===== src/hdl/dense_pkg.sv =====
package dense_pkg;

    // neuron count or index within a layer
    typedef logic [15:0] len_t;

    // word address into buffer 1 or buffer 2
    typedef logic [15:0] addr_t;

    // output block number, one block per N_PE neurons
    typedef logic [15:0] ob_t;

    // pe datapath latencies, in cycles
    localparam int LAT_MAC       = 2;
    localparam int LAT_DENSE_ADD = 1;
    localparam int LAT_BIAS_ADD  = 1;
    localparam int LAT_NL        = 2;

    // layer sequencer states
    typedef enum logic [1:0] {
        IDLE,
        BLOCK_SETUP, // pick next block or finish
        BLOCK_RUN    // reads, shifts and stages of one block
    } seq_state_t;

endpackage


===== src/hdl/dense_block_sequencer.sv =====
`timescale 1ns/1ps

module dense_block_sequencer
    import dense_pkg::*;
#(
    parameter int N_PE = 8,
    localparam int LANE_W = $clog2(N_PE)
) (
    input  logic            clk,
    input  logic            rst,
    input  logic            start,
    input  len_t            out_len,
    input  logic            latch_ready,
    input  logic            drain_busy,
    input  logic            drain_end,
    output logic            block_go,
    output logic            dense_latch,
    output logic            done,
    output logic            adder_clear,
    output ob_t             ob,
    output logic [N_PE-1:0] lane_mask
);

    seq_state_t state;

    ob_t              full_blk;   // blocks with all lanes used
    logic [LANE_W-1:0] rem;       // lanes in the partial block
    ob_t              blk_total;
    ob_t              nxt_ob;     // blocks launched so far
    logic             blocks_left;
    logic [N_PE-1:0]  part_mask;
    logic             pending;    // latch waiting for the drain

    assign full_blk  = ob_t'(out_len / N_PE);
    assign rem       = LANE_W'(out_len % N_PE);
    assign blk_total = full_blk + ob_t'(rem != '0);
    assign part_mask = ~({N_PE{1'b1}} << rem);

    assign blocks_left = (nxt_ob < blk_total);
    assign block_go    = (state == BLOCK_SETUP) && blocks_left;
    assign adder_clear = (state != BLOCK_RUN);

    // results leave the pe array once the drain can take them
    always_comb begin
        dense_latch = 1'b0;
        if (state == BLOCK_RUN) begin
            if (latch_ready && !drain_busy) begin
                dense_latch = 1'b1;
            end else if (pending && drain_end) begin
                dense_latch = 1'b1; // released by previous block's drain
            end
        end
    end

    always_ff @(posedge clk or posedge rst) begin
        if (rst) begin
            state     <= IDLE;
            nxt_ob    <= '0;
            ob        <= '0;
            lane_mask <= '0;
            pending   <= 1'b0;
            done      <= 1'b0;
        end else begin
            done <= 1'b0;
            case (state)
                IDLE: begin
                    if (start) begin
                        state  <= BLOCK_SETUP;
                        nxt_ob <= '0;
                    end
                end
                BLOCK_SETUP: begin
                    if (blocks_left) begin
                        state  <= BLOCK_RUN;
                        ob     <= nxt_ob;
                        nxt_ob <= nxt_ob + 1'b1;
                        // only the last block can be partial
                        lane_mask <= (nxt_ob == full_blk) ? part_mask : {N_PE{1'b1}};
                    end else if (!drain_busy) begin
                        state <= IDLE;
                        done  <= 1'b1;
                    end
                end
                BLOCK_RUN: begin
                    if (latch_ready && drain_busy) begin
                        pending <= 1'b1;
                    end
                    if (dense_latch) begin
                        pending <= 1'b0;
                        state   <= BLOCK_SETUP;
                    end
                end
                default: begin
                    state <= IDLE;
                end
            endcase
        end
    end

endmodule


===== src/hdl/dense_read_gen.sv =====
`timescale 1ns/1ps

module dense_read_gen
    import dense_pkg::*;
#(
    parameter int N_PE = 8
) (
    input  logic            clk,
    input  logic            rst,
    input  logic            block_go,
    input  len_t            in_len,
    input  ob_t             ob,
    input  logic [N_PE-1:0] lane_mask,
    output logic [N_PE-1:0] wt_rd_en,
    output addr_t           wt_rd_addr,
    output logic            in_rd_en,
    output addr_t           in_rd_addr
);

    len_t  rd_idx;
    logic  rd_active;
    addr_t row_base;   // first weight word of this block

    // index runs 0..in_len, the last step fetches the bias word
    always_ff @(posedge clk or posedge rst) begin
        if (rst) begin
            rd_active <= 1'b0;
            rd_idx    <= '0;
        end else if (block_go) begin
            rd_active <= 1'b1;
            rd_idx    <= '0;
        end else if (rd_active) begin
            if (rd_idx == in_len) begin
                rd_active <= 1'b0;
            end else begin
                rd_idx <= rd_idx + 1'b1;
            end
        end
    end

    // each neuron row holds in_len weights plus its bias
    assign row_base = (in_len + 16'd1) * ob;

    assign wt_rd_en   = rd_active ? lane_mask : '0;
    assign wt_rd_addr = row_base + rd_idx;

    // no input word goes with the bias
    assign in_rd_en   = rd_active && (rd_idx < in_len);
    assign in_rd_addr = rd_idx;

endmodule


===== src/hdl/dense_stage_timer.sv =====
`timescale 1ns/1ps

module dense_stage_timer
    import dense_pkg::*;
#(
    parameter int N_PE = 8,
    parameter int DENSE_PER_GO = 4,
    localparam int DV_W = $clog2(DENSE_PER_GO + 1)
) (
    input  logic            clk,
    input  logic            rst,
    input  logic            block_go,
    input  len_t            in_len,
    input  logic [N_PE-1:0] lane_mask,
    output logic [N_PE-1:0] wt_shift,
    output logic [N_PE-1:0] in_shift,
    output logic [N_PE-1:0] bias_shift,
    output logic [N_PE-1:0] mac_en,
    output logic [N_PE-1:0] acc_en,
    output logic [N_PE-1:0] bias_en,
    output logic [N_PE-1:0] nl_en,
    output logic [DV_W-1:0] dense_valid,
    output logic            latch_ready
);

    localparam int LAT_TOT = LAT_MAC + LAT_DENSE_ADD + LAT_BIAS_ADD + LAT_NL;

    logic [1:0]         go_d;      // block_go delayed 1 and 2 cycles
    len_t               sh_idx;
    logic               sh_active;
    len_t               mac_idx;
    logic               mac_active;
    len_t               mac_last;
    logic [DV_W-1:0]    grp_cnt;   // position inside current input group
    logic               mark_now;
    logic               last_mark;
    logic [LAT_MAC-1:0] mark_d;
    logic [LAT_TOT-1:0] last_d;

    assign mac_last = in_len + len_t'(LAT_MAC - 2);

    always_ff @(posedge clk or posedge rst) begin
        if (rst) begin
            go_d       <= '0;
            sh_active  <= 1'b0;
            sh_idx     <= '0;
            mac_active <= 1'b0;
            mac_idx    <= '0;
        end else begin
            go_d <= {go_d[0], block_go};

            // shift window, one cycle behind the reads
            if (go_d[0]) begin
                sh_active <= 1'b1;
                sh_idx    <= '0;
            end else if (sh_active) begin
                if (sh_idx == in_len) begin
                    sh_active <= 1'b0;
                end else begin
                    sh_idx <= sh_idx + 1'b1;
                end
            end

            // mac window, extended to flush the mac pipe
            if (go_d[1]) begin
                mac_active <= 1'b1;
                mac_idx    <= '0;
            end else if (mac_active) begin
                if (mac_idx == mac_last) begin
                    mac_active <= 1'b0;
                end else begin
                    mac_idx <= mac_idx + 1'b1;
                end
            end
        end
    end

    assign wt_shift   = (sh_active && sh_idx < in_len) ? lane_mask : '0;
    assign in_shift   = (sh_active && sh_idx < in_len) ? lane_mask : '0;
    assign bias_shift = (sh_active && sh_idx == in_len) ? lane_mask : '0;
    assign mac_en     = mac_active ? lane_mask : '0;

    // a group closes on its DENSE_PER_GO-th input or on the last input
    assign last_mark = mac_active && (mac_idx == in_len - 1'b1);
    assign mark_now  = mac_active && (mac_idx < in_len) &&
                       ((grp_cnt == DV_W'(DENSE_PER_GO - 1)) || last_mark);
    assign dense_valid = mark_now ? grp_cnt + 1'b1 : '0;

    always_ff @(posedge clk or posedge rst) begin
        if (rst) begin
            grp_cnt <= '0;
            mark_d  <= '0;
            last_d  <= '0;
        end else begin
            if (go_d[1]) begin
                grp_cnt <= '0;
            end else if (mac_active && mac_idx < in_len) begin
                grp_cnt <= mark_now ? '0 : grp_cnt + 1'b1;
            end
            mark_d <= {mark_d[LAT_MAC-2:0], mark_now};
            last_d <= {last_d[LAT_TOT-2:0], last_mark};
        end
    end

    // accumulate each group, then bias, nl and latch once per block
    assign acc_en  = mark_d[LAT_MAC-1] ? lane_mask : '0;
    assign bias_en = last_d[LAT_MAC+LAT_DENSE_ADD-1] ? lane_mask : '0;
    assign nl_en   = last_d[LAT_MAC+LAT_DENSE_ADD+LAT_BIAS_ADD-1] ? lane_mask : '0;
    assign latch_ready = last_d[LAT_TOT-1];

endmodule


===== src/hdl/dense_drain.sv =====
`timescale 1ns/1ps

module dense_drain
    import dense_pkg::*;
#(
    parameter int N_PE = 8,
    localparam int LANE_W = $clog2(N_PE)
) (
    input  logic              clk,
    input  logic              rst,
    input  logic              dense_latch,
    input  ob_t               ob,
    input  logic [N_PE-1:0]   lane_mask,
    output logic              out_wr_en,
    output addr_t             out_wr_addr,
    output logic [LANE_W-1:0] drain_lane,
    output logic              drain_busy,
    output logic              drain_end
);

    ob_t               ob_q;       // block being drained
    logic [LANE_W-1:0] last_lane;
    logic [LANE_W-1:0] lane_count_m1;

    // lane mask is always contiguous from lane 0
    assign lane_count_m1 = LANE_W'($countones(lane_mask) - 1);

    // payload of the latched block
    always_ff @(posedge clk) begin
        if (dense_latch) begin
            ob_q      <= ob;
            last_lane <= lane_count_m1;
        end
    end

    always_ff @(posedge clk or posedge rst) begin
        if (rst) begin
            drain_busy <= 1'b0;
            drain_lane <= '0;
            drain_end  <= 1'b0;
        end else begin
            drain_end <= 1'b0;
            if (dense_latch) begin
                drain_busy <= 1'b1;
                drain_lane <= '0;
            end else if (drain_busy) begin
                if (drain_lane == last_lane) begin // also covers a 1-lane block
                    drain_busy <= 1'b0;
                    drain_lane <= '0;
                    drain_end  <= 1'b1;
                end else begin
                    drain_lane <= drain_lane + 1'b1;
                end
            end
        end
    end

    // one buffer-2 word per cycle, lane order
    assign out_wr_en   = drain_busy;
    assign out_wr_addr = addr_t'(ob_q * N_PE) + addr_t'(drain_lane);

endmodule


===== src/hdl/dense_ctrl.sv =====
`timescale 1ns/1ps

module dense_ctrl
    import dense_pkg::*;
#(
    parameter int N_PE = 8,
    parameter int DENSE_PER_GO = 4,
    localparam int LANE_W = $clog2(N_PE),
    localparam int DV_W = $clog2(DENSE_PER_GO + 1)
) (
    input  logic              clk,
    input  logic              rst,
    input  logic              start,
    input  len_t              out_len,
    input  len_t              in_len,
    output logic [N_PE-1:0]   wt_rd_en,
    output addr_t             wt_rd_addr,
    output logic              in_rd_en,
    output addr_t             in_rd_addr,
    output logic [N_PE-1:0]   wt_shift,
    output logic [N_PE-1:0]   in_shift,
    output logic [N_PE-1:0]   bias_shift,
    output logic [N_PE-1:0]   mac_en,
    output logic [DV_W-1:0]   dense_valid,
    output logic [N_PE-1:0]   acc_en,
    output logic [N_PE-1:0]   bias_en,
    output logic [N_PE-1:0]   nl_en,
    output logic              dense_latch,
    output logic              adder_clear,
    output logic              out_wr_en,
    output addr_t             out_wr_addr,
    output logic [LANE_W-1:0] drain_lane,
    output logic              done
);

    logic            block_go;
    logic            latch_ready;
    logic            drain_busy;
    logic            drain_end;
    ob_t             ob;
    logic [N_PE-1:0] lane_mask;

    dense_block_sequencer #(.N_PE(N_PE)) u_seq (
        .clk(clk), .rst(rst), .start(start), .out_len(out_len),
        .latch_ready(latch_ready), .drain_busy(drain_busy), .drain_end(drain_end),
        .block_go(block_go), .dense_latch(dense_latch), .done(done),
        .adder_clear(adder_clear), .ob(ob), .lane_mask(lane_mask)
    );

    dense_read_gen #(.N_PE(N_PE)) u_rd (
        .clk(clk), .rst(rst), .block_go(block_go), .in_len(in_len), .ob(ob),
        .lane_mask(lane_mask), .wt_rd_en(wt_rd_en), .wt_rd_addr(wt_rd_addr),
        .in_rd_en(in_rd_en), .in_rd_addr(in_rd_addr)
    );

    dense_stage_timer #(.N_PE(N_PE), .DENSE_PER_GO(DENSE_PER_GO)) u_stage (
        .clk(clk), .rst(rst), .block_go(block_go), .in_len(in_len),
        .lane_mask(lane_mask), .wt_shift(wt_shift), .in_shift(in_shift),
        .bias_shift(bias_shift), .mac_en(mac_en), .acc_en(acc_en),
        .bias_en(bias_en), .nl_en(nl_en), .dense_valid(dense_valid),
        .latch_ready(latch_ready)
    );

    dense_drain #(.N_PE(N_PE)) u_drain (
        .clk(clk), .rst(rst), .dense_latch(dense_latch), .ob(ob),
        .lane_mask(lane_mask), .out_wr_en(out_wr_en), .out_wr_addr(out_wr_addr),
        .drain_lane(drain_lane), .drain_busy(drain_busy), .drain_end(drain_end)
    );

endmodule


===== config.mk =====
export PLATFORM = sky130hd
export DESIGN_NAME = dense_ctrl
export DESIGN_NICKNAME = d
export VERILOG_FILES = /design/src/hdl/dense_pkg.sv /design/src/hdl/dense_block_sequencer.sv /design/src/hdl/dense_read_gen.sv /design/src/hdl/dense_stage_timer.sv /design/src/hdl/dense_drain.sv /design/src/hdl/dense_ctrl.sv
export SDC_FILE = /design/constraint.sdc
export NUM_CORES = 1
export LEC_CHECK = 0
export CAP_MARGIN = 25
export CORE_MARGIN = 3
export CORE_UTILIZATION = 58
export CTS_CLUSTER_DIAMETER = 40
export DETAILED_ROUTE_END_ITERATION = 16
export DONT_BUFFER_PORTS = 1
export HOLD_SLACK_MARGIN = 0.08
export PLACE_DENSITY = 0.74
export SYNTH_ARGS = -nofsm -noshare
export SYNTH_HDL_FRONTEND = slang
export SYNTH_SLANG_ARGS = --single-unit
export TNS_END_PERCENT = 10

===== constraint.sdc =====
create_clock -name clk -period 11.2 [get_ports clk]
set_clock_uncertainty 0.2 [all_clocks]
set_input_delay 2.24 -clock clk [delete_from_list [all_inputs] [get_ports clk]]
set_output_delay 2.24 -clock clk [all_outputs]
set_load 0.03 [all_outputs]

== After elaboration in Yosys (flattened, before gate mapping) ==
Cells that the tools add are included.

* Add/sub/neg operators: 19
* Multiply operators: 1
* Order comparisons: 4
* Equality and inequality tests: 17
* Shift-type cells: 1
* Muxes and demuxes: 55
* Bitwise operators: 1
* Reductions and logical operators: 28

{| class="wikitable"
|+ Operators with widths
! kind !! count
|-
| 2-to-1 mux 16 bit || 11
|-
| adder 16 x 1 -> 16 bit (second input constant) || 5
|-
| == test 16 bit || 4
|-
| less-than comparator 16 bit || 4
|-
| 2-to-1 mux 8 bit || 8
|-
| case mux 16 bit (2 select lines) || 1
|-
| 2-to-1 mux 1 bit || 23
|-
| 2-to-1 mux 3 bit || 7
|-
| adder 16 bit || 1
|-
| adder 16 x 3 -> 16 bit || 1
|-
| == test 16 x 13 -> 1 bit || 1
|-
| multiplier 16 x 16 -> 16 bit || 1
|-
| subtractor 16 x 1 -> 16 bit (second input constant) || 1
|-
| adder 13 x 1 -> 14 bit || 1
|-
| nonzero test 2 bit || 7
|-
| logical AND 1 bit || 10
|-
| AND reduction 2 bit || 5
|-
| adder 3 bit || 3
|-
| adder 1 x 1 -> 2 bit || 4
|-
| 2-to-1 mux 2 bit || 4
|-
| != test 2 x 1 -> 1 bit (second input constant) || 4
|-
| inverter 8 bit || 1
|-
| left shift 8 x 3 -> 8 bit (first input constant) || 1
|-
| adder 3 x 1 -> 3 bit (second input constant) || 2
|-
| 13 further kinds || 16
|}

* Bits in registers: 129
* Input bits: 35
* Output and inout bits: 123
* Word-level logic and storage cells: 147

== Longest topological paths before layout ==
Gate-level depths: netlist of the first run.

* Depth after elaboration: 8
* Depth in mapped cells: 26
* Gate-level depth less buffers: 24

== Modules after synthesis ==
A second synthesis of the first run with hierarchy kept.

* Cell total of the unflattened synthesis: 1,455
* Area, all modules: 13,245.2 sq um

{| class="wikitable"
|+ By module, submodules not included
! module !! instances !! cells an instance !! area each (sq um) !! sequential area each (sq um)
|-
| dense_read_gen || 1 || 707 || 5,925.7 || 425.4
|-
| dense_stage_timer || 1 || 428 || 3,778.6 || 1,176.1
|-
| dense_block_sequencer || 1 || 255 || 2,586.2 || 1,101.1
|-
| dense_drain || 1 || 65 || 954.7 || 605.6
|}

== Worst setup path before layout of the first run ==
No wires, ideal clock.

* Path kind: input to output
* From: input port in_len[0]
* To: output port wt_rd_addr[15]
* Arrival: 8.524 ns
* Required time: 8.760 ns
* Slack: 0.236 ns
* Stages: 22
* Path buffers: 3
* Path through: buf_4 -> clkbuf_1 -> inv_1 -> ha_1 -> clkbuf_1 -> and2_1 -> fa_1 -> fa_1 -> inv_1 -> fa_1 -> fa_1 -> fa_1 -> fa_1 -> xor2_1 -> xnor2_1 -> xnor2_1 -> xnor3_1 -> xor2_1 -> xnor2_1 -> xnor2_1 -> xnor3_1 -> xnor2_1

* Word-level cells in the longest chain between the ends: 3

{| class="wikitable"
|+ Ends and longest elaborated chain
! what !! line !! text
|-
| start: declaration || dense_ctrl.sv:15 || <nowiki>input len_t in_len,</nowiki>
|-
| adder 16 x 1 -> 16 bit || dense_read_gen.sv:42 || <nowiki>assign row_base = (in_len + 16'd1) * ob;</nowiki>
|-
| multiplier 16 x 16 -> 16 bit || dense_read_gen.sv:42 ||
|-
| adder 16 bit || dense_read_gen.sv:45 || <nowiki>assign wt_rd_addr = row_base + rd_idx;</nowiki>
|-
| end: declaration || dense_ctrl.sv:17 || <nowiki>output addr_t wt_rd_addr,</nowiki>
|}

Every way passes these cells.

== Final worst setup path of the first run ==
* From: input port in_len[2]
* To: output port wt_rd_addr[15]

Same word-level chain as after synthesis.

==> impl_metrics.toml, run 1 <==
[layout]
fillers = 1839
nNetsFinal = 1677
area_growth_pct = 6.41
n_antenna_cell = 0
drive_above_1_share = 0.0617

[drt]
wirelength_um = 31900
drt-vias-per-instance = 5.79
first_pass_iters = 5
drtIter0Drc = 574
ant_nets = 0
vias = 9882
route.detailed.drc = 0
wl_per_cell_um = 18.7

[synth]
synth_edf_count = 16
synth_most_common_cell = "inv_1"
avgSynthCellArea_um2 = 9.09
ys.warnings.count = 0
synth_area_leader_cell = "dfrtp_1"
synth_cells = 1433
syn-num-nets = 1696
ys_ff_latch = 129
netlist.area_leader.share = 0.217
synth_seq_area_share = 0.254
yosysUniqueCellTypes = 64
ys.flop_type = "dfrtp_1"
asyncSetResetFlopFracSynth = 0.876
synth_commonest_cells = "inv_1 (205), nand2_1 (134), ha_1 (130)"
synthesis.area_um2 = 13000
ys_top_cells_by_area = "dfrtp_1 (22%), fa_1 (15%), ha_1 (12%), xnor2_1 (6.0%), inv_1 (5.9%)"

[place]
dp_hpwl_um = 25100
place_congestion = 0.912
dp_slack_ps = 338
port_buffers = 0

[cts]
ctsLongestPathBuffers = 2
cts_tree = "yes"
clk_latency_ps = 420
cts-root-buf = "clkbuf_16"
cts.clk_slew.worst_paths_ps = 70
cts_made_buffers = 17
cts_sinks = 129
post_cts_buffers = 0
h-tree-depth = 4

[min_path]
hold_end = "u_stage.mark_d[1]"
hold_path.class = "flip-flop to flip-flop"
hp-start = "u_stage.mark_d[0]"
min_path_cells = 0

[timing]
setup_viol = 0
rsz0062_at_grt = "false"
slew_headroom = 0.303
worst_slack_ps = 349
finalSetupTns_ps = 0
max_freq_mhz = 92.2
worst_pin_slew_ps = 1040
fin_crit_sh = 0.969
hold_violations = 0
maxSlewViolCount = 0
fin_crit_ps = 10850

[global_routing]
grt_pass1_wl_um = 52200
grt_max_degree = 69
antenna_found_initial = 0
grt.overflow.total = 0
first_global_vias = 10000
grt_usage = 0.270

[floorplan]
start_util = 0.593
rows = 54
ios = 158
fp.dieW_um = 156
dieArea_um2 = 24300
coreArea_um2 = 22000
die_h_um = 156

[outcome]
status = "finished, final reports clean"

[setup_path]
cp_max_fo = 11
rr_worst_depth = 10
cp-start-kind = "input port"
crit_required_ps = 8760
ff2ff_setup_slack_ps = 7860
reg2reg_from = "u_seq.nxt_ob[1]"
startpoint = "in_len[2]"
r2r_end = "u_seq.ob[11]"
worst_ep_arrival_time_ps = 8410
worstSetupEndpointType = "output port"
critPathKind = "input port to output port"

[power]
power_density_nw_per_um2 = 222
vdd_drop_max_mv = 0.279
power_w = 0.00308
p_leak_nw = 6.56

[job]
cap_viol_max_count = 0
[power breakdown]
| part | internal [W] | switching, W |
|---|---|---|
| Clock | 0.000317 | 0.000239 |
| Sequential | 0.000552 | 0.000189 |
| Combinational | 0.000701 | 0.00108 |
[kinds of logic (layout without fill, tap and decap cells)]
family / after synthesis / count (layout) / synth area share
adders and majority gates: 228 / 228 / 0.275
buffers and inverters: 260 / 254 / 0.0823
DFF: 129 / 129 / 0.254
and+or+nand+nor: 525 / 525 / 0.206
muxes: 26 / 26 / 0.0213
AOI/OAI and AO/OA: 124 / 124 / 0.0629
xor gates and xnor gates: 141 / 141 / 0.0980
[cell type report]
class | count | area [um2] | area share
multi-input cells | 1044 | 8700 | 0.627
well taps | 280 | 350 | 0.0253
repair buffers | 17 | 140 | 0.0101
inverters | 205 | 772 | 0.0557
clock inverters | 15 | 169 | 0.0122
clock buffers | 17 | 425 | 0.0307
flip-flops and latches | 129 | 3310 | 0.239
[worst max-delay path by stage]
| stage | end | cells after the start |
|---|---|---|
| 6_report | wt_rd_addr[15] | 24 |
| 5_1_grt | wt_rd_addr[15] | 24 |
| 4_1_cts | wt_rd_addr[15] | 24 |
| 3_5_place_dp | wt_rd_addr[15] | 24 |
| 3_3_place_gp | wt_rd_addr[15] | 24 |
| 2_1_floorplan | wt_rd_addr[15] | 22 |
[layer usage]
metal  track usage  routed length [um]  vias to the layer above
met4        0.0791                 708                        0
met2         0.458               15800                      315
met3        0.0491                1760                       58
met5             0                   0                        -
li1              -                   -                     4624
met1         0.355               13700                     4885
[worst max-delay path, stage by stage]
cell and delay (ps):
and4_2 330, and2_2 190, nand2_1 60, xnor2_1 160, buf_4 190, nand2_1 80, fa_1 510, inv_1 60
fa_1 520, inv_1 50, fa_1 470, fa_1 520, fa_1 520, fa_1 450, xor2_1 170, xnor2_1 210
xnor2_1 150, xnor3_1 240, xor2_1 160, xnor2_1 200, xnor2_1 160, xnor3_1 390, xnor2_1 170, buf_4 180
[state kept, by name, indices dropped and copies added (netlist names)]
signal / flops
u_stage.sh_active: 1
u_seq.lane_mask: 8
u_stage.last_d: 6
u_drain.drain_busy: 1
u_drain.drain_lane: 3
u_rd.in_rd_addr: 16
u_stage.go_d: 2
u_seq.ob: 16
u_drain.ob_q: 13
u_rd.rd_active: 1
u_seq.nxt_ob: 16
u_drain.drain_end: 1
u_seq.pending: 1
u_stage.sh_idx: 16
u_drain.last_lane: 3
u_stage.grp_cnt: 3
u_stage.mark_d: 2
u_stage.mac_active: 1
u_seq.state: 2
u_stage.mac_idx: 16
u_seq.done: 1
[cells in the final DEF, fill, tap and decap left out, drive strengths merged, types with 12 or more instances in the layout]
cell type / synthesis / final
fa: 98 / 98
nor2: 98 / 98
nand4: 28 / 28
xor2: 49 / 49
mux2: 14 / 14
dfrtp: 113 / 113
o21a: 18 / 18
a21oi: 29 / 29
edfxtp: 16 / 16
buf: 27 / 17
and2: 87 / 87
ha: 130 / 130
clkbuf: 28 / 17
nand3: 45 / 45
nor2b: 29 / 29
nor3: 30 / 30
and3: 24 / 24
nand2: 136 / 136
o21ai: 27 / 27
a21o: 12 / 12
inv: 205 / 214
mux2i: 12 / 12
xnor2: 89 / 89
[repair_timing]
action | 4_1_cts | 5_1_grt
hold buffers | 0 | 0
gates resized for setup | 0 | 1
setup endpoints to repair | 0 | 1
[through the flow]
step           cells  cell area (um2)   util  hold WS (ps)
6_report        1707            13900  0.631           148
5_1_grt         1707            13900  0.631           158
4_1_cts         1705            13800  0.630           146
3_5_place_dp    1673            13200  0.603           137
3_3_place_gp    1673            13200  0.603           134
2_1_floorplan   1433            13000      -           131
Note: power is estimated with default switching activity, not from simulation.
==> inputs of run 2 (changes only) <==
Settings changed: CORE_MARGIN 3 to not set, CTS_CLUSTER_DIAMETER 40 to 60, SLEW_MARGIN set to 20.
==> run 2 against run 1 <==
- non-clock buffer count is the same
- clock-buffer cell count up 4
- first-iteration DRC count increased by 18%
- final area hardly changed
- clock power is 0.7% higher
- critical path depth down 1
- combinational power about the same
- die area decreased by 5.1%
- maximum frequency rose by 0.58%
- critical path type unchanged
- largest power group unchanged
==> impl_metrics.toml, run 2 (same netlist as run 1, synthesis figures left out) <==
[timing]
fin_hold_ws_ps = 146
fin_crit_ps = 10790
maxSlewViolCount = 0
worst_slack_ps = 411
setup_viol = 0
finalSetupTns_ps = 0
fin_crit_sh = 0.963
hold_violations = 0
worst_pin_slew_ps = 1070
slew_headroom = 0.286
rsz0062_at_grt = "false"
max_freq_mhz = 92.7

[power]
power.share.switching = 0.482
switching_power_w = 0.00148
seqPwrFrac = 0.241
p_leak_nw = 6.55
vdd_drop_max_mv = 0.274
power_density_nw_per_um2 = 221
p_int_w = 0.00159
power_w = 0.00307
combPwrFrac = 0.577
clock_power_share = 0.183

[layout]
layoutNonFillerInstCount = 1707
n_antenna_cell = 0
area_growth_pct = 6.43
drive_above_1_share = 0.0603
final_common_cell = "inv_1"
final_cell_mix = "inv_1 (204), nand2_1 (134), ha_1 (130)"
nNetsFinal = 1677

[global_routing]
antenna_found_initial = 0
grt_max_degree = 64
grt_pass1_wl_um = 52300
grt.overflow.total = 0
first_global_vias = 10200
grt_usage = 0.283

[job]
cap_viol_max_count = 0

[place]
place_inst = 1674
dp_slack_ps = 457
dp_hpwl_um = 24500
place_congestion = 0.908
port_buffers = 0

[floorplan]
die_h_um = 152
ios = 158
dieArea_um2 = 23100
fp.dieW_um = 152
start_util = 0.595
coreArea_um2 = 21900
rows = 54

[drt]
route.detailed.drc = 0
first_pass_iters = 5
wirelength_um = 31200
drt-vias-per-instance = 5.76
drtIter0Drc = 675
wl_per_cell_um = 18.3
vias = 9839
ant_nets = 0

[cts]
cts.clk_slew.worst_paths_ps = 60
hold_buffers = 0
ctsLongestPathBuffers = 2
post_cts_resized = 0
h-tree-depth = 4
cts_made_buffers = 17
post_cts_buffers = 0
clk_latency_ps = 420
cts-root-buf = "clkbuf_16"
cts_sinks = 129
cts_tree = "yes"

[setup_path]
worstSetupEndpointType = "output port"
crit_required_ps = 8760
cp-start-kind = "input port"
critPathKind = "input port to output port"
cp_max_fo = 11
worst_ep_arrival_time_ps = 8350

[outcome]
status = "finished, final reports clean"

[min_path]
hold_path.class = "flip-flop to flip-flop"
run 2: worst paths after layout:
| kind | startpoint | end | slack, ps | cells past startpoint |
|---|---|---|---|---|
| max | in_len[2] | wt_rd_addr[15] | 410 | 23 |
| min | u_stage.last_d[1] | u_stage.last_d[2] | 150 | 0 |
| max reg2reg | u_seq.nxt_ob[1] | u_seq.ob[4] | 7710 | 10 |
| min reg2reg | u_stage.last_d[1] | u_stage.last_d[2] | 150 | 0 |
| max in group asynchronous | rst | u_rd.in_rd_addr[7] | 7950 | 2 |
| min in group asynchronous | rst | u_seq.lane_mask[1] | 1580 | 1 |
run 2: area by class of cell:
type                       instances  area [um2]
multi-input combinational       1044        8710
clock inverter                    11         131
sequential                       129        3310
clock buffer                      21         460
fill                            1855        8020
inverter                         205         772
tap                              280         350
timing repair buffer              17         139
run 2: through the flow:
step	area, um2	utilization
2_1_floorplan	13000	-
3_3_place_gp	13200	0.605
3_5_place_dp	13300	0.605
4_1_cts	13800	0.632
5_1_grt	13900	0.633
6_report	13900	0.633
run 2: power by group through the flow:
stage	clock, W	combinational [W]	sequential, W
2_1_floorplan	0	0.00149	0.000654
3_3_place_gp	0	0.00173	0.000743
3_5_place_dp	0	0.00179	0.000744
4_1_cts	0.000566	0.00179	0.000736
5_1_grt	0.000586	0.00200	0.000755
6_report	0.000560	0.00177	0.000739
run 2: worst max-delay path: stages:
cell and delay, ps:
and4_1 360, and2_2 220, nand2_1 80, xnor2_1 290, nand2_1 110, fa_1 510, inv_1 60, fa_1 510
inv_1 50, fa_1 460, fa_1 520, fa_1 520, fa_1 440, xor2_1 160, xnor2_1 180, xnor2_1 160
xnor3_1 250, xor2_1 160, xnor2_1 180, xnor2_1 160, xnor3_1 380, xnor2_1 170, buf_4 170
run 2: layer usage:
metal	track usage	part of all wire	up-vias
li1	-	-	4612
met1	0.370	0.44	4872
met2	0.469	0.48	294
met3	0.0476	0.049	61
met4	0.114	0.030	0
met5	0	0	-
